### src/rtl/aes_kv_pkg.sv
// Shared types and register map; offsets assume a byte-addressed map of at least 8 address bits
`default_nettype none

package aes_kv_pkg;

  // ==================================================
  // Widths
  // ==================================================
  typedef logic [31:0] dword_t;
  typedef logic [4:0]  kv_entry_t;
  typedef logic [2:0]  kv_offset_t;
  typedef logic [1:0]  axi_resp_t;
  typedef logic [7:0]  reg_addr_t;

  localparam int KEY_DWORDS     = 8;
  localparam int NUM_SEED_WORDS = 2;

  typedef logic [KEY_DWORDS*32-1:0]     key_t;
  // SEED1 in the upper word, SEED0 in the lower word
  typedef logic [NUM_SEED_WORDS*32-1:0] seed_t;

  // ==================================================
  // Register map
  // ==================================================
  localparam reg_addr_t ADDR_NAME      = 8'h00;
  localparam reg_addr_t ADDR_VERSION   = 8'h04;
  localparam reg_addr_t ADDR_KV_CTRL   = 8'h10;
  localparam reg_addr_t ADDR_KV_STATUS = 8'h14;
  localparam reg_addr_t ADDR_INTR      = 8'h18;
  localparam reg_addr_t ADDR_SEED0     = 8'h20;
  localparam reg_addr_t ADDR_SEED1     = 8'h24;

  // ASCII "AESK"
  localparam dword_t NAME_VALUE    = 32'h4145534B;
  localparam dword_t VERSION_VALUE = 32'h00010000;

  // Fixed PRNG state until firmware provides a seed
  localparam seed_t PRNG_RESET_STATE = 64'h243F6A8885A308D3;

  localparam axi_resp_t AXI_RESP_OKAY   = 2'b00;
  localparam axi_resp_t AXI_RESP_SLVERR = 2'b10;

  // ==================================================
  // Key vault types
  // ==================================================
  typedef enum logic [7:0] {
    KV_SUCCESS   = 8'h00,
    KV_READ_FAIL = 8'h01
  } kv_error_e;

  typedef enum logic [1:0] {
    KV_IDLE,
    KV_READ,
    KV_DONE
  } kv_state_e;

  // Request to the vault, answered in the same cycle
  typedef struct packed {
    logic       req;
    kv_entry_t  entry;
    kv_offset_t offset;
  } kv_read_req_t;

  typedef struct packed {
    dword_t data;
    logic   error;
  } kv_read_resp_t;

  // Start pulse and entry from the register block
  typedef struct packed {
    logic      read_en;
    kv_entry_t entry;
  } kv_ctrl_t;

  // One dword from client to key buffer
  typedef struct packed {
    logic       en;
    kv_offset_t offset;
    dword_t     data;
  } kv_wr_t;

  typedef struct packed {
    logic valid;
    key_t key;
  } sideload_key_t;

endpackage

`default_nettype wire

### src/rtl/axil_reg_block.sv
// Needs AXIL_ADDR_WIDTH >= 8; full-word offsets only, one outstanding write and one read
`timescale 1ns/1ps
`default_nettype none

module axil_reg_block
  import aes_kv_pkg::*;
#(
  parameter int AXIL_ADDR_WIDTH = 8
) (
  input  wire                        clk,
  input  wire                        reset_n,
  // AXI4-Lite write channels
  input  wire [AXIL_ADDR_WIDTH-1:0]  awaddr_i,
  input  wire                        awvalid_i,
  output logic                       awready_o,
  input  wire dword_t                wdata_i,
  input  wire [3:0]                  wstrb_i,
  input  wire                        wvalid_i,
  output logic                       wready_o,
  output axi_resp_t                  bresp_o,
  output logic                       bvalid_o,
  input  wire                        bready_i,
  // AXI4-Lite read channels
  input  wire [AXIL_ADDR_WIDTH-1:0]  araddr_i,
  input  wire                        arvalid_i,
  output logic                       arready_o,
  output dword_t                     rdata_o,
  output axi_resp_t                  rresp_o,
  output logic                       rvalid_o,
  input  wire                        rready_i,
  // Key vault client side
  input  wire                        kv_ready_i,
  input  wire                        kv_done_i,
  input  wire kv_error_e             kv_error_i,
  output kv_ctrl_t                   kv_ctrl_o,
  // Entropy seed
  output seed_t                      seed_o,
  output logic [NUM_SEED_WORDS-1:0]  seed_wr_o,
  // Interrupts
  output logic                       notif_intr_o,
  output logic                       error_intr_o
);

  typedef logic [AXIL_ADDR_WIDTH-1:0] addr_t;

  logic   wr_go;
  logic   rd_go;
  logic   wr_ctrl;
  logic   wr_intr;
  logic   status_valid_q;
  logic   notif_q;
  logic   error_q;
  dword_t [NUM_SEED_WORDS-1:0] seed_q;
  dword_t    rd_data;
  axi_resp_t rd_resp;

  function automatic logic is_mapped(input addr_t addr);
    case (addr)
      addr_t'(ADDR_NAME), addr_t'(ADDR_VERSION), addr_t'(ADDR_KV_CTRL),
      addr_t'(ADDR_KV_STATUS), addr_t'(ADDR_INTR),
      addr_t'(ADDR_SEED0), addr_t'(ADDR_SEED1): is_mapped = 1'b1;
      default: is_mapped = 1'b0;
    endcase
  endfunction

  // Byte-lane merge for partial writes
  function automatic dword_t merge_bytes(input dword_t old, input dword_t wdata,
                                         input logic [3:0] strb);
    dword_t res;
    res = old;
    for (int b = 0; b < 4; b++) begin
      if (strb[b]) res[8*b +: 8] = wdata[8*b +: 8];
    end
    return res;
  endfunction

  // ==================================================
  // Write channel
  // ==================================================
  // Address and data taken together, held off while B is pending
  assign wr_go     = awvalid_i && wvalid_i && !bvalid_o;
  assign awready_o = wr_go;
  assign wready_o  = wr_go;

  // Control and interrupt fields all live in byte 0
  assign wr_ctrl = wr_go && (awaddr_i == addr_t'(ADDR_KV_CTRL)) && wstrb_i[0];
  assign wr_intr = wr_go && (awaddr_i == addr_t'(ADDR_INTR)) && wstrb_i[0];

  always_ff @(posedge clk or negedge reset_n) begin
    if (!reset_n) begin
      bvalid_o <= 1'b0;
      bresp_o  <= AXI_RESP_OKAY;
    end else if (wr_go) begin
      bvalid_o <= 1'b1;
      bresp_o  <= is_mapped(awaddr_i) ? AXI_RESP_OKAY : AXI_RESP_SLVERR;
    end else if (bready_i) begin
      bvalid_o <= 1'b0;
    end
  end

  // Seed words, one strobe per word toward the PRNG
  for (genvar i = 0; i < NUM_SEED_WORDS; i++) begin : g_seed
    assign seed_wr_o[i] = wr_go && |wstrb_i &&
                          (awaddr_i == addr_t'(ADDR_SEED0 + reg_addr_t'(4 * i)));
    always_ff @(posedge clk) begin
      if (seed_wr_o[i]) seed_q[i] <= merge_bytes(seed_q[i], wdata_i, wstrb_i);
    end
  end
  assign seed_o = seed_q;

  // ==================================================
  // Key vault control and status
  // ==================================================
  // Writes while the client is busy are dropped, entry included
  always_ff @(posedge clk or negedge reset_n) begin
    if (!reset_n) begin
      kv_ctrl_o      <= '0;
      status_valid_q <= 1'b0;
    end else begin
      kv_ctrl_o.read_en <= wr_ctrl && kv_ready_i && wdata_i[0];
      if (wr_ctrl && kv_ready_i) begin
        kv_ctrl_o.entry <= wdata_i[5:1];
      end
      // New request clears valid, completion sets it
      if (kv_done_i) begin
        status_valid_q <= 1'b1;
      end else if (kv_ctrl_o.read_en) begin
        status_valid_q <= 1'b0;
      end
    end
  end

  // W1C interrupt bits, hardware set wins
  always_ff @(posedge clk or negedge reset_n) begin
    if (!reset_n) begin
      notif_q <= 1'b0;
      error_q <= 1'b0;
    end else begin
      notif_q <= (notif_q && !(wr_intr && wdata_i[0])) ||
                 (kv_done_i && kv_error_i == KV_SUCCESS);
      error_q <= (error_q && !(wr_intr && wdata_i[1])) ||
                 (kv_done_i && kv_error_i != KV_SUCCESS);
    end
  end

  assign notif_intr_o = notif_q;
  assign error_intr_o = error_q;

  // ==================================================
  // Read channel
  // ==================================================
  assign arready_o = !rvalid_o;
  assign rd_go     = arvalid_i && arready_o;

  always_comb begin
    rd_data = '0;
    rd_resp = AXI_RESP_OKAY;
    case (araddr_i)
      addr_t'(ADDR_NAME):      rd_data = NAME_VALUE;
      addr_t'(ADDR_VERSION):   rd_data = VERSION_VALUE;
      // read_en is a pulse, reads back as zero
      addr_t'(ADDR_KV_CTRL):   rd_data = {26'b0, kv_ctrl_o.entry, 1'b0};
      addr_t'(ADDR_KV_STATUS): rd_data = {22'b0, kv_error_i, status_valid_q, kv_ready_i};
      addr_t'(ADDR_INTR):      rd_data = {30'b0, error_q, notif_q};
      addr_t'(ADDR_SEED0):     rd_data = seed_q[0];
      addr_t'(ADDR_SEED1):     rd_data = seed_q[1];
      default:                 rd_resp = AXI_RESP_SLVERR;
    endcase
  end

  always_ff @(posedge clk or negedge reset_n) begin
    if (!reset_n) begin
      rvalid_o <= 1'b0;
    end else if (rd_go) begin
      rvalid_o <= 1'b1;
    end else if (rready_i) begin
      rvalid_o <= 1'b0;
    end
  end

  // Data held stable until rready
  always_ff @(posedge clk) begin
    if (rd_go) begin
      rdata_o <= rd_data;
      rresp_o <= rd_resp;
    end
  end

endmodule

`default_nettype wire

### src/rtl/kv_read_client.sv
// Vault must answer in the request cycle; no back-pressure, aborts on the first errored beat
`timescale 1ns/1ps
`default_nettype none

module kv_read_client
  import aes_kv_pkg::*;
(
  input  wire                clk,
  input  wire                reset_n,
  input  wire                zeroize_i,
  // Start and entry from registers
  input  wire kv_ctrl_t      kv_ctrl_i,
  // Key vault port
  output kv_read_req_t       kv_read_o,
  input  wire kv_read_resp_t kv_resp_i,
  // Toward key buffer
  output kv_wr_t             kv_wr_o,
  output logic               kv_ready_o,
  output logic               kv_done_o,
  output kv_error_e          kv_error_o
);

  kv_state_e  state_q;
  kv_state_e  state_d;
  kv_entry_t  entry_q;
  kv_offset_t offset_q;
  logic       last_beat;

  assign last_beat = (offset_q == kv_offset_t'(KEY_DWORDS - 1));

  // ==================================================
  // FSM
  // ==================================================
  always_comb begin
    state_d = state_q;
    case (state_q)
      KV_IDLE: if (kv_ctrl_i.read_en) state_d = KV_READ;
      // Stop early on a vault error
      KV_READ: if (kv_resp_i.error || last_beat) state_d = KV_DONE;
      KV_DONE: state_d = KV_IDLE;
      default: state_d = KV_IDLE;
    endcase
    // Zeroize abandons the read, no done pulse
    if (zeroize_i) state_d = KV_IDLE;
  end

  always_ff @(posedge clk or negedge reset_n) begin
    if (!reset_n) begin
      state_q    <= KV_IDLE;
      entry_q    <= '0;
      offset_q   <= '0;
      kv_error_o <= KV_SUCCESS;
    end else begin
      state_q <= state_d;
      if (state_q == KV_IDLE && kv_ctrl_i.read_en) begin
        // Capture entry, restart from dword 0
        entry_q    <= kv_ctrl_i.entry;
        offset_q   <= '0;
        kv_error_o <= KV_SUCCESS;
      end else if (state_q == KV_READ) begin
        offset_q <= offset_q + 1'b1;
        if (kv_resp_i.error) kv_error_o <= KV_READ_FAIL;
      end
    end
  end

  // ==================================================
  // Outputs
  // ==================================================
  assign kv_read_o = '{req: (state_q == KV_READ), entry: entry_q, offset: offset_q};

  // Returned dword forwarded in the same cycle, errored beats dropped
  assign kv_wr_o = '{en:     (state_q == KV_READ) && !kv_resp_i.error,
                     offset: offset_q,
                     data:   kv_resp_i.data};

  assign kv_ready_o = (state_q == KV_IDLE);
  assign kv_done_o  = (state_q == KV_DONE);

endmodule

`default_nettype wire

### src/rtl/key_buffer.sv
// Key dwords arrive in offset order starting at 0; key_o is only valid after a clean read
`timescale 1ns/1ps
`default_nettype none

module key_buffer
  import aes_kv_pkg::*;
(
  input  wire            clk,
  input  wire            reset_n,
  input  wire            zeroize_i,
  input  wire kv_wr_t    kv_wr_i,
  input  wire            kv_start_i,
  input  wire            kv_done_i,
  input  wire kv_error_e kv_error_i,
  output sideload_key_t  key_o
);

  dword_t [KEY_DWORDS-1:0] store_q;
  dword_t                  swapped;
  logic                    key_clear;

  // Vault byte order is reversed relative to the cipher core
  assign swapped = {kv_wr_i.data[7:0], kv_wr_i.data[15:8],
                    kv_wr_i.data[23:16], kv_wr_i.data[31:24]};

  // ==================================================
  // Dword store
  // ==================================================
  always_ff @(posedge clk or negedge reset_n) begin
    if (!reset_n) begin
      store_q <= '0;
    end else if (zeroize_i) begin
      store_q <= '0;
    end else if (kv_wr_i.en) begin
      for (int i = 0; i < KEY_DWORDS; i++) begin
        if (kv_wr_i.offset == kv_offset_t'(i)) begin
          store_q[i] <= swapped;
        end else if (kv_wr_i.offset == '0) begin
          // First beat wipes the rest of an older key
          store_q[i] <= '0;
        end
      end
    end
  end

  // ==================================================
  // Sideload key
  // ==================================================
  assign key_clear = zeroize_i || kv_start_i || (kv_done_i && kv_error_i != KV_SUCCESS);

  always_ff @(posedge clk or negedge reset_n) begin
    if (!reset_n) begin
      key_o <= '0;
    end else if (key_clear) begin
      key_o <= '0;
    end else if (kv_done_i) begin
      key_o.valid <= 1'b1;
      key_o.key   <= store_q;
    end
  end

endmodule

`default_nettype wire

### src/rtl/entropy_prng.sv
// Xorshift64 is not cryptographic; reseeds only once every seed word has been written
`timescale 1ns/1ps
`default_nettype none

module entropy_prng
  import aes_kv_pkg::*;
(
  input  wire                       clk,
  input  wire                       reset_n,
  input  wire seed_t                seed_i,
  input  wire [NUM_SEED_WORDS-1:0]  seed_wr_i,
  input  wire                       ent_req_i,
  output logic                      ent_ack_o,
  output dword_t                    ent_data_o
);

  logic [NUM_SEED_WORDS-1:0] seed_marks_q;
  logic                      reseed;
  seed_t                     state_q;
  seed_t                     state_step;

  function automatic seed_t xorshift64(input seed_t s);
    seed_t x;
    x = s;
    x = x ^ (x << 13);
    x = x ^ (x >> 7);
    x = x ^ (x << 17);
    return x;
  endfunction

  // Reseed once all words are marked, marks clear at the same time
  assign reseed = &seed_marks_q;

  always_ff @(posedge clk or negedge reset_n) begin
    if (!reset_n) begin
      seed_marks_q <= '0;
    end else if (reseed) begin
      seed_marks_q <= '0;
    end else begin
      seed_marks_q <= seed_marks_q | seed_wr_i;
    end
  end

  // No entropy served in the reseed cycle
  assign ent_ack_o  = ent_req_i && !reseed;
  assign state_step = xorshift64(state_q);
  assign ent_data_o = state_step[31:0];

  always_ff @(posedge clk or negedge reset_n) begin
    if (!reset_n) begin
      state_q <= PRNG_RESET_STATE;
    end else if (reseed) begin
      state_q <= seed_i;
    end else if (ent_ack_o) begin
      state_q <= state_step;
    end
  end

endmodule

`default_nettype wire

### src/rtl/aes_kv_top.sv
// Cipher core and key vault sit outside; kv_resp_i must be combinational to kv_read_o
`timescale 1ns/1ps
`default_nettype none

module aes_kv_top
  import aes_kv_pkg::*;
#(
  parameter int AXIL_ADDR_WIDTH = 8
) (
  input  wire                        clk,
  input  wire                        reset_n,
  input  wire                        zeroize_i,
  // AXI4-Lite slave
  input  wire [AXIL_ADDR_WIDTH-1:0]  awaddr_i,
  input  wire                        awvalid_i,
  output logic                       awready_o,
  input  wire dword_t                wdata_i,
  input  wire [3:0]                  wstrb_i,
  input  wire                        wvalid_i,
  output logic                       wready_o,
  output axi_resp_t                  bresp_o,
  output logic                       bvalid_o,
  input  wire                        bready_i,
  input  wire [AXIL_ADDR_WIDTH-1:0]  araddr_i,
  input  wire                        arvalid_i,
  output logic                       arready_o,
  output dword_t                     rdata_o,
  output axi_resp_t                  rresp_o,
  output logic                       rvalid_o,
  input  wire                        rready_i,
  // Key vault
  output kv_read_req_t               kv_read_o,
  input  wire kv_read_resp_t         kv_resp_i,
  // Toward the cipher core
  output sideload_key_t              key_o,
  input  wire                        ent_req_i,
  output logic                       ent_ack_o,
  output dword_t                     ent_data_o,
  output logic                       notif_intr_o,
  output logic                       error_intr_o,
  output logic                       busy_o
);

  kv_ctrl_t                  kv_ctrl;
  kv_wr_t                    kv_wr;
  logic                      kv_ready;
  logic                      kv_done;
  kv_error_e                 kv_error;
  seed_t                     seed;
  logic [NUM_SEED_WORDS-1:0] seed_wr;

  assign busy_o = !kv_ready;

  // ==================================================
  // Host registers
  // ==================================================
  axil_reg_block #(
    .AXIL_ADDR_WIDTH (AXIL_ADDR_WIDTH)
  ) u_regs (
    .clk          (clk),
    .reset_n      (reset_n),
    .awaddr_i     (awaddr_i),
    .awvalid_i    (awvalid_i),
    .awready_o    (awready_o),
    .wdata_i      (wdata_i),
    .wstrb_i      (wstrb_i),
    .wvalid_i     (wvalid_i),
    .wready_o     (wready_o),
    .bresp_o      (bresp_o),
    .bvalid_o     (bvalid_o),
    .bready_i     (bready_i),
    .araddr_i     (araddr_i),
    .arvalid_i    (arvalid_i),
    .arready_o    (arready_o),
    .rdata_o      (rdata_o),
    .rresp_o      (rresp_o),
    .rvalid_o     (rvalid_o),
    .rready_i     (rready_i),
    .kv_ready_i   (kv_ready),
    .kv_done_i    (kv_done),
    .kv_error_i   (kv_error),
    .kv_ctrl_o    (kv_ctrl),
    .seed_o       (seed),
    .seed_wr_o    (seed_wr),
    .notif_intr_o (notif_intr_o),
    .error_intr_o (error_intr_o)
  );

  // ==================================================
  // Key path
  // ==================================================
  kv_read_client u_kv_client (
    .clk        (clk),
    .reset_n    (reset_n),
    .zeroize_i  (zeroize_i),
    .kv_ctrl_i  (kv_ctrl),
    .kv_read_o  (kv_read_o),
    .kv_resp_i  (kv_resp_i),
    .kv_wr_o    (kv_wr),
    .kv_ready_o (kv_ready),
    .kv_done_o  (kv_done),
    .kv_error_o (kv_error)
  );

  // Start pulse also invalidates the old key
  key_buffer u_key_buf (
    .clk        (clk),
    .reset_n    (reset_n),
    .zeroize_i  (zeroize_i),
    .kv_wr_i    (kv_wr),
    .kv_start_i (kv_ctrl.read_en),
    .kv_done_i  (kv_done),
    .kv_error_i (kv_error),
    .key_o      (key_o)
  );

  // Entropy for the cipher core masking
  entropy_prng u_prng (
    .clk        (clk),
    .reset_n    (reset_n),
    .seed_i     (seed),
    .seed_wr_i  (seed_wr),
    .ent_req_i  (ent_req_i),
    .ent_ack_o  (ent_ack_o),
    .ent_data_o (ent_data_o)
  );

endmodule

`default_nettype wire

### config.mk
export PLATFORM = sky130hd
export DESIGN_NAME = aes_kv_top
export DESIGN_NICKNAME = d
export VERILOG_FILES = /design/src/rtl/aes_kv_pkg.sv /design/src/rtl/axil_reg_block.sv /design/src/rtl/kv_read_client.sv /design/src/rtl/key_buffer.sv /design/src/rtl/entropy_prng.sv /design/src/rtl/aes_kv_top.sv
export SDC_FILE = /design/constraint.sdc
export NUM_CORES = 1
export LEC_CHECK = 0
export BUFFER_PORTS_ARGS = -buffer_cell sky130_fd_sc_hd__buf_4
export CAP_MARGIN = 10
export CORE_MARGIN = 3
export CORE_UTILIZATION = 25
export DETAILED_ROUTE_END_ITERATION = 8
export PLACE_DENSITY_LB_ADDON = 0.08
export SLEW_MARGIN = 20
export SYNTH_ARGS = -nofsm -noshare
export SYNTH_HDL_FRONTEND = slang
export SYNTH_SLANG_ARGS = --single-unit
### constraint.sdc
create_clock -name clk -period 2.68 [get_ports clk]
set_input_delay 0.536 -clock clk [delete_from_list [all_inputs] [get_ports clk]]
set_output_delay 0.536 -clock clk [all_outputs]
set_load 0.01 [all_outputs]
# Word level (Yosys, flattened, before mapping)
# Index checks and enable logic that the tools add are counted.
[totals]
output_inout_bits = 343
word_cells = 175
in_bits = 94
regBits = 708
[classes]
mux = 36
add_sub_neg = 1
n_bitwise = 4
eq_ne = 23
reduce_logical = 77
[op_table]
columns = ["operator", "n"]
rows = [
  ["$mux 257", 2],
  ["$mux 256", 2],
  ["$mux 32", 9],
  ["$pmux 32 s7", 1],
  ["$mux 64", 2],
  ["$xor 64x64->64", 2],
  ["$xor 64x57->64", 1],
  ["$eq 8x5->1 const B", 6],
  ["$reduce_and 2->1", 19],
  ["$eq 8x6->1 const B", 4],
  ["$logic_not 8->1", 3],
  ["$mux 8", 3],
  ["$logic_and 1x1->1", 21],
  ["$reduce_bool 3->1", 7],
  ["$reduce_bool 2->1", 9],
  ["$eq 8x3->1 const B", 2],
  ["$reduce_or 7->1", 2],
  ["$eq 3x3->1 const B", 4],
  ["$mux 2", 6],
  ["$mux 1", 8],
  ["$reduce_bool 8->1", 1],
  ["$logic_not 1->1", 7],
  ["$eq 3x2->1 const B", 2],
  ["$mux 3", 2],
  ["other kinds (11)", 16],
]

# Logic depth before layout (Yosys ltp)
# Gate-level depths: netlist (run 1).
[logic_depth]
depth_word = 8
ltp_mapped = 9
mapped_depth_nobuf = 7

# Modules after synthesis
# Synthesis (run 1) repeated with hierarchy kept, for this count alone.
[unflattened]
hier_cells = 2144
hier_area_um2 = 29248.1
[by_module_without_submodules]
columns = ["module", "area_each_um2", "n_inst", "cells_per_inst", "seq_area_each_um2"]
rows = [
  ["key_buffer", 19150.9, 1, 1303, 12837.3],
  ["entropy_prng", 5006.1, 1, 504, 1685.4],
  ["axil_reg_block", 4247.8, 1, 254, 3213.1],
  ["kv_read_client", 839.6, 1, 82, 275.3],
  ["aes_kv_top", 3.8, 1, 1, 0.0],
]

# Least setup slack after synthesis (run 1)
# Ideal clock, no wire load.
[synth_timing]
path_kind = "input to register"
start = "in arvalid_i"
end = "reg u_regs.rdata_o[0] (enable)"
setup_slack_ps = 204
setup_time_ps = 428
arrival_time_ps = 2048
path_stages = 1
path_buffers = 0
required_ps = 2252
cell_sequence = "nor2b_1"
[synth_via]
elab_chain_cells = 1
[synth_rtl]
columns = ["element", "line_no", "source"]
rows = [
  ["start: declaration", "aes_kv_top.sv:25", "input wire arvalid_i,"],
  ["$logic_and 1x1->1", "axil_reg_block.sv:153", "assign rd_go = arvalid_i && arready_o;"],
  ["end signal: assignment", "axil_reg_block.sv:184", "rdata_o <= rd_data;"],
  ["end: declaration", "axil_reg_block.sv:27", "output dword_t rdata_o,"],
]
# Every way passes these cells.
# A chain may end at the register's enable or synchronous reset.

# Final worst setup path (run 1)
[layout_timing]
start = "reg u_prng.state_q[16]"
end = "out ent_data_o[22]"
[layout_via]
elab_chain_cells = 3
[layout_rtl]
columns = ["element", "line_no", "source"]
rows = [
  ["start: declaration", "entropy_prng.sv:19", "seed_t state_q;"],
  ["start signal: assignment", "entropy_prng.sv:53", "state_q <= seed_i;"],
  ["start signal: assignment", "entropy_prng.sv:55", "state_q <= state_step;"],
  ["$xor 64x64->64", "entropy_prng.sv:25", "x = x ^ (x << 13);"],
  ["$xor 64x57->64", "entropy_prng.sv:26", "x = x ^ (x >> 7);"],
  ["$xor 64x64->64", "entropy_prng.sv:27", "x = x ^ (x << 17);"],
  ["end: declaration", "aes_kv_top.sv:38", "output dword_t ent_data_o,"],
]
# Every way passes these cells.

==> results_tabular.tex, run 1 <==
\begin{tabular}{lr}
\hline
Metric & Value \\
\hline
\multicolumn{2}{l}{\textbf{Critical path}} \\
Critical path depth & 4 \\
R2R Path End & u\_key\_buf.store\_q[190]\$\_DFFE\_PN0P\_ \\
Worst setup SP type & flip-flop \\
Reg-to-reg setup timing slack & 0.32 ns \\
Worst setup endpoint & ent\_data\_o[22] \\
Cell-by-cell trace of the critical path & xor2\_4 -> xnor2\_4 -> xor2\_2 -> buf\_4 \\
CP max FO & 3 \\
Largest stage delay on the critical path & 0.60 ns \\
Required @ worst endpoint & 2.14 ns \\
Worst Setup SP & u\_prng.state\_q[16]\$\_DFFE\_PN1P\_ \\
Count of buffering cells on the critical path with inverters included & 1 \\
Cell with the largest stage delay on the worst path & sky130\_fd\_sc\_hd\_\_dfstp\_2 \\
CP Data Arrival Time & 2.11 ns \\
Capturing element type of the critical path & primary output \\
Worst reg-to-reg path cell count & 8 \\
Source of the worst register-to-register timing path & u\_kv\_client.offset\_q[0]\$\_DFFE\_PN0P\_ \\
Critical Setup Path Class & reg2out \\
Gate family responsible for the most delay along the worst path & XOR/XNOR gates \\
\multicolumn{2}{l}{\textbf{Final layout}} \\
Area Overhead vs Synth & 30.9\% \\
Utilization after layout & 33.1\% \\
Leading cell type in the layout, fill and taps excluded & sky130\_fd\_sc\_hd\_\_dfrtp\_1 \\
Commonest cells after routing, fill and taps aside & 569 x sky130\_fd\_sc\_hd\_\_dfrtp\_1, 511 x sky130\_fd\_sc\_hd\_\_buf\_4, 432 x sky130\_fd\_sc\_hd\_\_nand2\_1, 274 x sky130\_fd\_sc\_hd\_\_a22o\_1, 141 x sky130\_fd\_sc\_hd\_\_o31ai\_1 \\
Layout cells sized above 1 & 28.5\% \\
Non-filler cells in the finished layout & 4,302 \\
Final layout net count & 2,831 \\
\multicolumn{2}{l}{\textbf{Floorplan}} \\
Die X-Extent & 344 um \\
Total core area & 0.113 mm2 \\
Number of placement rows & 123 \\
Initial cell density of the core & 25.2\% \\
Number of primary I/O pins & 437 \\
Vertical die dimension & 344 um \\
Area of the die & 0.118 mm2 \\
\multicolumn{2}{l}{\textbf{Clock tree}} \\
Clk Latency, worst-skew pair & 0.66 ns \\
CTS tree & done \\
CTS Buf Count & 84 \\
Deepest level of the CTS H-tree & 3 \\
Number of clock sinks & 699 \\
Clock tree buffer depth & 3 \\
Clock slew seen by the registers of the worst setup and hold paths & 0.06 ns \\
Clock root cell & sky130\_fd\_sc\_hd\_\_clkbuf\_16 \\
\multicolumn{2}{l}{\textbf{Logic synthesis}} \\
Syn Inst Count & 2,280 \\
Yosys warning count & 0 \\
Summed instance area of the synthesized netlist & 0.0285 mm2 \\
Unique cell type count in the Yosys netlist & 63 \\
FF+latch count, synth & 699 \\
Ys async rst share & 86.1\% \\
Leading register cell type out of synthesis & sky130\_fd\_sc\_hd\_\_dfrtp\_1 \\
Average size of a mapped cell & 12.5 um2 \\
Count of flip-flops with a built-in enable after synthesis & 97 \\
Portion of the post-synthesis area used by sequential elements & 63.2\% \\
\multicolumn{2}{l}{\textbf{Detailed routing}} \\
Iter 0 DRT Violations & 1,370 \\
Vias per cell & 4.68 \\
Wire length per cell after detailed routing & 25.5 um \\
Total wire length & 110,000 um \\
Antenna-violating nets left & 0 \\
Iteration count of the initial detailed-routing pass & 5 \\
Number of DRC violations after detailed routing & 0 \\
Routed via count & 20,100 \\
\multicolumn{2}{l}{\textbf{STA}} \\
Clock period minus final worst setup slack & 2.65 ns \\
Worst Hold Margin & 0.0697 ns \\
Number of setup violations in the final report & 0 \\
Number of max-slew violations in the final report & 0 \\
Final worst path period share & 98.7\% \\
RSZ-0062 raised after global routing & true \\
Worst slew margin relative to its limit & 28.6\% \\
Tightest Pin Transition & 1.07 ns \\
Peak Freq & 0.378 GHz \\
Count of final hold-check violations & 0 \\
Final setup skew & 0.0229 ns \\
\multicolumn{2}{l}{\textbf{Job}} \\
\# Max-Cap Violations & 0 \\
\multicolumn{2}{l}{\textbf{Global route}} \\
Wire length of the first global-routing pass & 158,000 um \\
Initial antenna violation count & 11 \\
Global router's overall resource usage & 18.4\% \\
Pin count of the biggest net entering global routing & 111 \\
Vias in the first global route & 20,900 \\
Grt ovf & 0 \\
\multicolumn{2}{l}{\textbf{Pwr}} \\
Share of power burned in the clock network & 29.4\% \\
Ratio of total power to cell area & 1070 mW/mm2 \\
Logic gate share of total power & 38.5\% \\
Sequential share of power & 32.1\% \\
Switching part of the total & 32.7\% \\
Internal & 0.0268 W \\
Post-layout power & 0.0398 W \\
Worst supply voltage drop on vdd & 0.725 mV \\
Psw & 0.0130 W \\
Leakage Power & 17.0 nW \\
\multicolumn{2}{l}{\textbf{Hold path}} \\
Class of the most critical hold timing path & in2reg \\
\multicolumn{2}{l}{\textbf{Outcome}} \\
Status & finished clean \\
\multicolumn{2}{l}{\textbf{Placement}} \\
Count of placed standard cells including taps & 4,122 \\
Final Wtd Congestion & 0.823 \\
Final HPWL DP & 78,200 um \\
Quantity of I/O buffers inserted on ports & 434 \\
\hline
\end{tabular}
==> power by group through the flow <==
| stage | sequential, W | clock (W) | combinational [W] |
|---|---|---|---|
| 3_3_place_gp | 0.0128 | 0 | 0.0135 |
| 2_1_floorplan | 0.0123 | 0 | 0.00895 |
| 6_report | 0.0128 | 0.0117 | 0.0153 |
| 5_1_grt | 0.0128 | 0.0126 | 0.0165 |
| 3_5_place_dp | 0.0128 | 0 | 0.0135 |
| 4_1_cts | 0.0128 | 0.0121 | 0.0150 |
==> layout make-up <==
class                           count  area [um2]
Fill cell                       11200       75500
Sequential cell                   699       18000
Multi-Input combinational cell   1391       10200
Timing Repair Buffer              538        4330
Clock buffer                      112        2340
Tap cell                         1500        1880
Clock inverter                     40         484
Inverter                           17        63.8
Antenna cell                        5        12.5
==> sequential cells by signal, summed over array words and instances (netlist names), 2 cells and up <==
register              flops
u_kv_client.offset_q      3
u_key_buf.store_q       256
u_kv_client.state_q       2
u_kv_client.entry_q       5
u_regs.rdata_o           32
u_regs.kv_ctrl_o          6
u_key_buf.key_o         257
u_prng.seed_marks_q       2
u_prng.state_q           64
u_regs.seed_o            64
==> cells by family after synthesis <==
family | synth area share (%)
other | 0.0132
XOR/XNOR | 7.26
AO/OA/AOI/OAI | 17.0
adder cells (fa/ha/maj) | 0.264
AND/OR/NAND/NOR | 7.67
buffers and inverters | 3.20
flip-flops | 63.2
multiplexers | 1.38
==> through the flow <==
step,worst slack (ns),TNS (ns),area (um2)
global route,-0.0498,-0.205,37300
finish,0.0345,0,37300
floorplan,0.204,0,28500
detailed placement,0.264,0,33700
CTS,-0.0737,-0.231,37100
global placement,0.200,0,33700
==> cells in the mapped netlist (4+ instances only) <==
library cell / n / share of area [%]
sky130_fd_sc_hd__xnor3_1: 28 / 2.2
sky130_fd_sc_hd__nor3b_1: 5 / 0.13
sky130_fd_sc_hd__mux2i_1: 28 / 0.98
sky130_fd_sc_hd__o21ai_1: 5 / 0.088
sky130_fd_sc_hd__buf_6: 11 / 0.43
sky130_fd_sc_hd__a22o_1: 274 / 8.4
sky130_fd_sc_hd__nand2_1: 432 / 5.7
sky130_fd_sc_hd__mux2_2: 10 / 0.40
sky130_fd_sc_hd__xnor2_1: 78 / 2.4
sky130_fd_sc_hd__dfrtp_1: 575 / 51
sky130_fd_sc_hd__inv_1: 15 / 0.20
sky130_fd_sc_hd__dfstp_2: 27 / 2.5
sky130_fd_sc_hd__buf_1: 7 / 0.092
sky130_fd_sc_hd__o211ai_1: 4 / 0.11
sky130_fd_sc_hd__buf_2: 75 / 1.3
sky130_fd_sc_hd__a21oi_1: 58 / 1.0
sky130_fd_sc_hd__xor3_1: 8 / 0.67
sky130_fd_sc_hd__clkbuf_1: 75 / 0.99
sky130_fd_sc_hd__nor3_1: 8 / 0.14
sky130_fd_sc_hd__ha_1: 6 / 0.26
sky130_fd_sc_hd__nand4b_1: 4 / 0.12
sky130_fd_sc_hd__and2_1: 8 / 0.18
sky130_fd_sc_hd__nor2_1: 22 / 0.29
sky130_fd_sc_hd__and3_1: 5 / 0.11
sky130_fd_sc_hd__edfxtp_1: 97 / 10
sky130_fd_sc_hd__a21o_1: 5 / 0.13
sky130_fd_sc_hd__nor2b_1: 7 / 0.15
sky130_fd_sc_hd__xor2_1: 57 / 1.8
sky130_fd_sc_hd__a221o_1: 10 / 0.35
sky130_fd_sc_hd__nand3b_1: 4 / 0.11
sky130_fd_sc_hd__o21ai_0: 136 / 2.4
sky130_fd_sc_hd__o31ai_1: 141 / 3.7
sky130_fd_sc_hd__nand3_1: 8 / 0.14
sky130_fd_sc_hd__buf_4: 4 / 0.11
==> how the worst min path moves through the flow <==
stage | startpoint | to | slack, ns | cells past startpoint
6_report | wdata_i[11] | u_regs.seed_o[11]$_DFFE_PP_ | 0.07 | 1
5_1_grt | wdata_i[31] | u_regs.seed_o[31]$_DFFE_PP_ | 0.02 | 1
4_1_cts | wdata_i[11] | u_regs.seed_o[11]$_DFFE_PP_ | 0.007 | 1
3_5_place_dp | reset_n | u_key_buf.key_o[210]$_DFFE_PN0P_ | 0.40 | 1
3_3_place_gp | reset_n | u_key_buf.key_o[210]$_DFFE_PN0P_ | 0.40 | 1
2_1_floorplan | reset_n | u_key_buf.key_o[0]$_DFFE_PN0P_ | 0.24 | 0
==> worst reg2reg max path, cell delays in order (launching register included) <==
cell                        delay [ns]
sky130_fd_sc_hd__dfrtp_1          0.46
sky130_fd_sc_hd__inv_1            0.10
sky130_fd_sc_hd__ha_1             0.24
sky130_fd_sc_hd__nand4bb_1        0.20
sky130_fd_sc_hd__o21ai_2          0.17
sky130_fd_sc_hd__a31oi_4          0.19
sky130_fd_sc_hd__buf_4            0.61
sky130_fd_sc_hd__nand2_1          0.20
sky130_fd_sc_hd__o31ai_2          0.09
==> layer usage <==
metal	up-vias	GRT usage, %	share of wire [%]
li1	9098	-	-
met1	10300	24.9	45
met2	549	28.7	46
met3	144	5.19	6.9
met4	4	5.68	2.8
met5	-	0	0.024
==> what timing repair did <==
action / in CTS / in global routing
endpoints found under the hold margin: 23 / 0
buffers inserted: 8 / 12
gates resized for setup: 59 / 15
pin swaps: 6 / 11
setup endpoints to repair: 19 / 16
hold buffers: 3 / 0
Note: power is estimated with default switching activity, not from simulation.
==> run 2, diff against run 1 <==
CAP_MARGIN = not set   (was 10)
CORE_UTILIZATION = 55   (was 25)
==> run 2 against run 1 <==
Effect of this change:
- total power decreased by 8.3%
- hold slack improved by 0.040 ns
- first-iteration DRC count increased by 61%
- sequential power about the same
- combinational power decreased by 8%
- die area decreased by 54%
- core utilization increased by 37 points
- maximum frequency about the same
- via count increased by 1.8%
- register-to-register slack about the same
- final cell count decreased by 20%
- largest cell class unchanged
- highest routed layer unchanged
==> results_tabular.tex, run 2 (synthesis gave the netlist of run 1 again) <==
\begin{tabular}{lr}
\hline
Metric & Value \\
\hline
\multicolumn{2}{l}{\textbf{STA}} \\
Worst slew margin relative to its limit & 32.0\% \\
RSZ-0062 raised after global routing & true \\
Worst Hold Margin & 0.110 ns \\
Final sum of negative setup slack & 0 ns \\
Tightest Pin Transition & 1.02 ns \\
Clock period minus final worst setup slack & 2.65 ns \\
Peak Freq & 0.378 GHz \\
Number of max-slew violations in the final report & 0 \\
Number of setup violations in the final report & 0 \\
Final setup skew & 0.0186 ns \\
Count of final hold-check violations & 0 \\
Final worst path period share & 98.7\% \\
\multicolumn{2}{l}{\textbf{Detailed routing}} \\
Number of DRC violations after detailed routing & 0 \\
Wire length per cell after detailed routing & 24.7 um \\
Routed via count & 20,500 \\
Iter 0 DRT Violations & 2,211 \\
Iteration count of the initial detailed-routing pass & 7 \\
Total wire length & 84,500 um \\
Antenna-violating nets left & 0 \\
Vias per cell & 5.99 \\
\multicolumn{2}{l}{\textbf{Outcome}} \\
Status & finished clean \\
\multicolumn{2}{l}{\textbf{Placement}} \\
Final Wtd Congestion & 0.935 \\
Quantity of I/O buffers inserted on ports & 434 \\
Final HPWL DP & 60,200 um \\
Count of placed standard cells including taps & 3,286 \\
\multicolumn{2}{l}{\textbf{Pwr}} \\
Worst supply voltage drop on vdd & 1.23 mV \\
Post-layout power & 0.0365 W \\
Ratio of total power to cell area & 1030 mW/mm2 \\
Leakage Power & 16.5 nW \\
\multicolumn{2}{l}{\textbf{Global route}} \\
Initial antenna violation count & 1 \\
Vias in the first global route & 20,200 \\
Global router's overall resource usage & 31.0\% \\
Wire length of the first global-routing pass & 127,000 um \\
Grt ovf & 0 \\
Pin count of the biggest net entering global routing & 71 \\
\multicolumn{2}{l}{\textbf{Critical path}} \\
Reg-to-reg setup timing slack & 0.31 ns \\
Worst reg-to-reg path cell count & 4 \\
Source of the worst register-to-register timing path & u\_kv\_client.state\_q[1]\$\_DFFE\_PN0P\_ \\
Capturing element type of the critical path & primary output \\
Worst setup SP type & flip-flop \\
R2R Path End & u\_key\_buf.store\_q[223]\$\_DFFE\_PN0P\_ \\
CP Data Arrival Time & 2.11 ns \\
Required @ worst endpoint & 2.14 ns \\
CP max FO & 4 \\
Critical Setup Path Class & reg2out \\
\multicolumn{2}{l}{\textbf{Clock tree}} \\
CTS tree & done \\
Clock slew seen by the registers of the worst setup and hold paths & 0.05 ns \\
CTS Buf Count & 71 \\
Number of clock sinks & 699 \\
Clk Latency, worst-skew pair & 0.61 ns \\
Clock root cell & sky130\_fd\_sc\_hd\_\_clkbuf\_16 \\
Clock tree buffer depth & 3 \\
Deepest level of the CTS H-tree & 3 \\
\multicolumn{2}{l}{\textbf{Hold path}} \\
Class of the most critical hold timing path & in2reg \\
Cell depth of the worst hold path & 2 \\
Worst hold start & rready\_i \\
Worst Hold Path EP & u\_regs.rvalid\_o\$\_DFFE\_PN0P\_ \\
\multicolumn{2}{l}{\textbf{Floorplan}} \\
Area of the die & 0.0546 mm2 \\
Number of placement rows & 82 \\
Total core area & 0.0507 mm2 \\
Vertical die dimension & 234 um \\
Die X-Extent & 234 um \\
Number of primary I/O pins & 437 \\
Initial cell density of the core & 56.2\% \\
\multicolumn{2}{l}{\textbf{Job}} \\
\# Max-Cap Violations & 0 \\
\multicolumn{2}{l}{\textbf{Final layout}} \\
Non-filler cells in the finished layout & 3,422 \\
Leading cell type in the layout, fill and taps excluded & sky130\_fd\_sc\_hd\_\_dfrtp\_1 \\
Top reg by flops & u\_key\_buf.key\_o \\
Area Overhead vs Synth & 24.0\% \\
Number of flip-flops under the largest register name & 257 \\
Largest registers & u\_key\_buf.key\_o (257), u\_key\_buf.store\_q (256) \\
Layout cells sized above 1 & 26.1\% \\
Commonest cells after routing, fill and taps aside & 575 x sky130\_fd\_sc\_hd\_\_dfrtp\_1, 493 x sky130\_fd\_sc\_hd\_\_buf\_4, 432 x sky130\_fd\_sc\_hd\_\_nand2\_1, 274 x sky130\_fd\_sc\_hd\_\_a22o\_1, 141 x sky130\_fd\_sc\_hd\_\_o31ai\_1 \\
Filler Cells Inserted & 3,649 \\
Final layout net count & 2,796 \\
\hline
\end{tabular}
==> run 2: cell types whose count changed in the layout (fill, tap and decap cells not counted), moves of 7 or more <==
cell,before,now
sky130_fd_sc_hd__xnor2_2,38,26
sky130_fd_sc_hd__buf_4,511,493
sky130_fd_sc_hd__clkbuf_1,15,22
sky130_fd_sc_hd__clkbuf_16,84,76
sky130_fd_sc_hd__xnor2_1,35,51
==> run 2: routing by layer <==
| layer | share of wire (%) | wire [um] | track usage (%) | vias to the layer above |
|---|---|---|---|---|
| met4 | 2.5 | 2120 | 8.51 | 2 |
| met5 | 0.015 | 13 | 0 | - |
| met1 | 42 | 35800 | 45.1 | 10500 |
| li1 | - | - | - | 8980 |
| met3 | 8.2 | 6900 | 6.72 | 132 |
| met2 | 47 | 39600 | 47.8 | 892 |
==> run 2: critical path: stages, from the launching register on <==
cell and delay [ns]:
sky130_fd_sc_hd__dfstp_2 0.62, sky130_fd_sc_hd__xor2_4 0.27, sky130_fd_sc_hd__xnor2_2 0.14, sky130_fd_sc_hd__xnor2_2 0.29
sky130_fd_sc_hd__buf_4 0.18
==> run 2: worst max-delay path by stage <==
stage	from	end	slack (ns)	cells after the start
final	u_prng.state_q[16]$_DFFE_PN1P_	ent_data_o[29]	0.03	4
after global placement	awaddr_i[7]	u_regs.seed_o[27]$_DFFE_PP_	0.37	6
after floorplan	arvalid_i	u_regs.rdata_o[0]$_DFFE_PP_	0.20	1
after global routing	u_prng.state_q[0]$_DFFE_PN1P_	ent_data_o[17]	-0.04	4
after detailed placement	u_kv_client.offset_q[0]$_DFFE_PN0P_	u_key_buf.store_q[124]$_DFFE_PN0P_	0.28	7
after CTS	u_prng.state_q[0]$_DFFE_PN1P_	ent_data_o[30]	-0.03	4
==> run 2: layout make-up <==
type / count / area (um2) / area share [%]
diodes: 1 / 2.50 / 0.00709
clock buffers: 110 / 2150 / 6.09
clock inverters: 16 / 148 / 0.418
inverters: 17 / 63.8 / 0.181
multi-input cells: 1391 / 9930 / 28.1
flip-flops and latches: 699 / 18000 / 51.0
well taps: 672 / 841 / 2.38
repair buffers: 516 / 4160 / 11.8
==> run 2: through the flow <==
step | utilization, % | cell area (um2) | setup WS (ns)
after floorplan | - | 28500 | 0.204
after global placement | 64.3 | 32600 | 0.368
after detailed placement | 64.3 | 32600 | 0.279
after CTS | 69.3 | 35100 | -0.0336
after global routing | 69.7 | 35300 | -0.0448
final | 69.7 | 35300 | 0.0343
==> run 2: power breakdown <==
group | switching (W) | internal [W] | total [W]
Combinational | 0.00654 | 0.00752 | 0.0141
Clock | 0.00404 | 0.00572 | 0.00975
Sequential | 0.00104 | 0.0116 | 0.0127
Total | 0.0116 | 0.0249 | 0.0365
==> run 2: what timing repair did <==
item,CTS,global route
hold buffers,1,0
setup buffers,0,6
pin swaps,0,7
hold endpoints to repair,43,0
setup endpoints to repair,12,11
gates resized for setup,28,12
==> run 3, diff against run 2 <==
RECOVER_POWER = 100   (was not set)
==> run 3 against run 2 <==
Effect of this change:
- the flow now finishes with violations (capacitance limit, slew limit)
- core utilization down 2.9 points
- sequential share of layout area increased by 2.3 points
- via count barely moved
- clock power about the same
- maximum frequency up 0.22%
- non-clock buffer count unchanged
- clock skew grew 0.0017 ns
- final cell count is the same
- combinational power about the same
- total power decreased by 0.28%
- cell area decreased by 4.2%
- largest power group unchanged
- highest routed layer unchanged
==> results_tabular.tex, run 3 (synthesis gave the netlist of run 1 again) <==
\begin{tabular}{lr}
\hline
Metric & Value \\
\hline
\multicolumn{2}{l}{\textbf{STA}} \\
Clock period minus final worst setup slack & 2.64 ns \\
Final setup skew & 0.0203 ns \\
Final sum of negative setup slack & 0 ns \\
Number of max-slew violations in the final report & 56 \\
Number of setup violations in the final report & 0 \\
Least setup slack across all paths after layout & 0.0400 ns \\
Worst slew margin relative to its limit & -14.0\% \\
Tightest Pin Transition & 1.71 ns \\
Final worst path period share & 98.5\% \\
Count of final hold-check violations & 0 \\
Peak Freq & 0.379 GHz \\
Worst Hold Margin & 0.106 ns \\
RSZ-0062 raised after global routing & true \\
\multicolumn{2}{l}{\textbf{Placement}} \\
Post-Place Worst Slack & 0.279 ns \\
Quantity of I/O buffers inserted on ports & 434 \\
Final Wtd Congestion & 0.935 \\
Count of placed standard cells including taps & 3,286 \\
Final HPWL DP & 60,200 um \\
\multicolumn{2}{l}{\textbf{Clock tree}} \\
Deepest level of the CTS H-tree & 3 \\
Clock root cell & sky130\_fd\_sc\_hd\_\_clkbuf\_16 \\
Clk Latency, worst-skew pair & 0.61 ns \\
Number of clock sinks & 699 \\
Clock slew seen by the registers of the worst setup and hold paths & 0.06 ns \\
Clock tree buffer depth & 3 \\
CTS Buf Count & 71 \\
CTS tree & done \\
\multicolumn{2}{l}{\textbf{Hold path}} \\
Cell depth of the worst hold path & 2 \\
Worst hold start & rready\_i \\
Worst Hold Path EP & u\_regs.rvalid\_o\$\_DFFE\_PN0P\_ \\
Class of the most critical hold timing path & in2reg \\
\multicolumn{2}{l}{\textbf{Critical path}} \\
Reg-to-reg setup timing slack & 0.13 ns \\
Capturing element type of the critical path & primary output \\
Source of the worst register-to-register timing path & u\_kv\_client.state\_q[0]\$\_DFFE\_PN0P\_ \\
Required @ worst endpoint & 2.14 ns \\
Worst reg-to-reg path cell count & 5 \\
CP max FO & 4 \\
CP Data Arrival Time & 2.10 ns \\
R2R Path End & u\_key\_buf.key\_o[116]\$\_DFFE\_PN0P\_ \\
Critical Setup Path Class & reg2out \\
Worst setup SP type & flip-flop \\
\multicolumn{2}{l}{\textbf{Final layout}} \\
Top reg by flops & u\_key\_buf.key\_o \\
Filler Cells Inserted & 4,048 \\
Area Overhead vs Synth & 18.7\% \\
Leading cell type in the layout, fill and taps excluded & sky130\_fd\_sc\_hd\_\_dfrtp\_1 \\
Utilization after layout & 66.7\% \\
Number of flip-flops under the largest register name & 257 \\
Non-filler cells in the finished layout & 3,422 \\
Layout cells sized above 1 & 13.2\% \\
Final layout net count & 2,796 \\
Largest registers & u\_key\_buf.key\_o (257), u\_key\_buf.store\_q (256) \\
Commonest cells after routing, fill and taps aside & 575 x sky130\_fd\_sc\_hd\_\_dfrtp\_1, 432 x sky130\_fd\_sc\_hd\_\_nand2\_1, 365 x sky130\_fd\_sc\_hd\_\_clkbuf\_1, 274 x sky130\_fd\_sc\_hd\_\_a22o\_1 \\
\multicolumn{2}{l}{\textbf{Detailed routing}} \\
Iter 0 DRT Violations & 2,107 \\
Vias per cell & 5.99 \\
Number of DRC violations after detailed routing & 0 \\
Wire length per cell after detailed routing & 24.7 um \\
Total wire length & 84,600 um \\
Antenna-violating nets left & 0 \\
Routed via count & 20,500 \\
Iteration count of the initial detailed-routing pass & 5 \\
\multicolumn{2}{l}{\textbf{Floorplan}} \\
Die X-Extent & 234 um \\
Number of placement rows & 82 \\
Initial cell density of the core & 56.2\% \\
Vertical die dimension & 234 um \\
Total core area & 0.0507 mm2 \\
Area of the die & 0.0546 mm2 \\
Number of primary I/O pins & 437 \\
\multicolumn{2}{l}{\textbf{Global route}} \\
Vias in the first global route & 20,200 \\
Initial antenna violation count & 1 \\
Pin count of the biggest net entering global routing & 71 \\
Grt ovf & 0 \\
Wire length of the first global-routing pass & 127,000 um \\
Global router's overall resource usage & 31.0\% \\
\multicolumn{2}{l}{\textbf{Pwr}} \\
Leakage Power & 15.1 nW \\
Ratio of total power to cell area & 1080 mW/mm2 \\
Worst supply voltage drop on vdd & 1.19 mV \\
\multicolumn{2}{l}{\textbf{Outcome}} \\
Violations in the final reports & capacitance limit, slew limit \\
Status & finished with violations \\
\multicolumn{2}{l}{\textbf{Job}} \\
\# Max-Cap Violations & 1 \\
\hline
\end{tabular}
run 3: changes by cell type in the layout (fill, tap and decap cells not counted), sizes merged:
cell and change:
buf -369, clkbuf +369
run 3: how the worst max path moves through the flow:
stage,startpoint,end,slack (ns),depth (start not counted)
after detailed placement,u_kv_client.offset_q[0]$_DFFE_PN0P_,u_key_buf.store_q[124]$_DFFE_PN0P_,0.28,7
after global placement,awaddr_i[7],u_regs.seed_o[27]$_DFFE_PP_,0.37,6
after floorplan,arvalid_i,u_regs.rdata_o[0]$_DFFE_PP_,0.20,1
final,u_prng.state_q[16]$_DFFE_PN1P_,ent_data_o[29],0.04,4
after global routing,u_prng.state_q[0]$_DFFE_PN1P_,ent_data_o[17],-0.04,4
after CTS,u_prng.state_q[0]$_DFFE_PN1P_,ent_data_o[30],-0.03,4
run 3: per-stage QoR:
step                area, um2  power (W)
floorplan               28500     0.0212
global placement        32600     0.0255
detailed placement      32600     0.0257
CTS                     35100     0.0361
global route            33800     0.0381
finish                  33800     0.0364
run 3: where the power goes:
| part | internal, W | switching (W) | total (W) |
|---|---|---|---|
| Clock | 0.00572 | 0.00404 | 0.00976 |
| Combinational | 0.00744 | 0.00652 | 0.0140 |
| Sequential | 0.0116 | 0.00104 | 0.0127 |
| Total | 0.0248 | 0.0116 | 0.0364 |
run 3: timing repair:
action | 4_1_cts | 5_1_grt
endpoints found under the hold margin | 43 | 0
setup endpoints to repair | 12 | 11
hold buffers | 1 | 0
buffers inserted | 0 | 6
gates resized for setup | 28 | 12
pin swaps | 0 | 7
run 3: worst max-delay path, cell delays in order (launching register included):
cell and delay (ns):
sky130_fd_sc_hd__dfstp_2 0.61, sky130_fd_sc_hd__xor2_4 0.26, sky130_fd_sc_hd__xnor2_2 0.15, sky130_fd_sc_hd__xnor2_2 0.29, sky130_fd_sc_hd__buf_4 0.18
run 3: per-layer routing:
layer	global-route usage [%]	part of all wire, %	vias up
li1	-	-	8981
met1	45.1	42	10500
met2	47.8	47	903
met3	6.72	8.2	129
met4	8.51	2.4	2
met5	0	0.015	-
run 3: layout make-up:
class	instances	area (um2)	area share (%)
sequential	699	18000	53.3
multi-input combinational	1391	9850	29.1
timing repair buffer	516	2740	8.11
clock buffer	110	2150	6.36
tap	672	841	2.49
clock inverter	16	148	0.437
inverter	17	63.8	0.189
antenna	1	2.50	0.00740
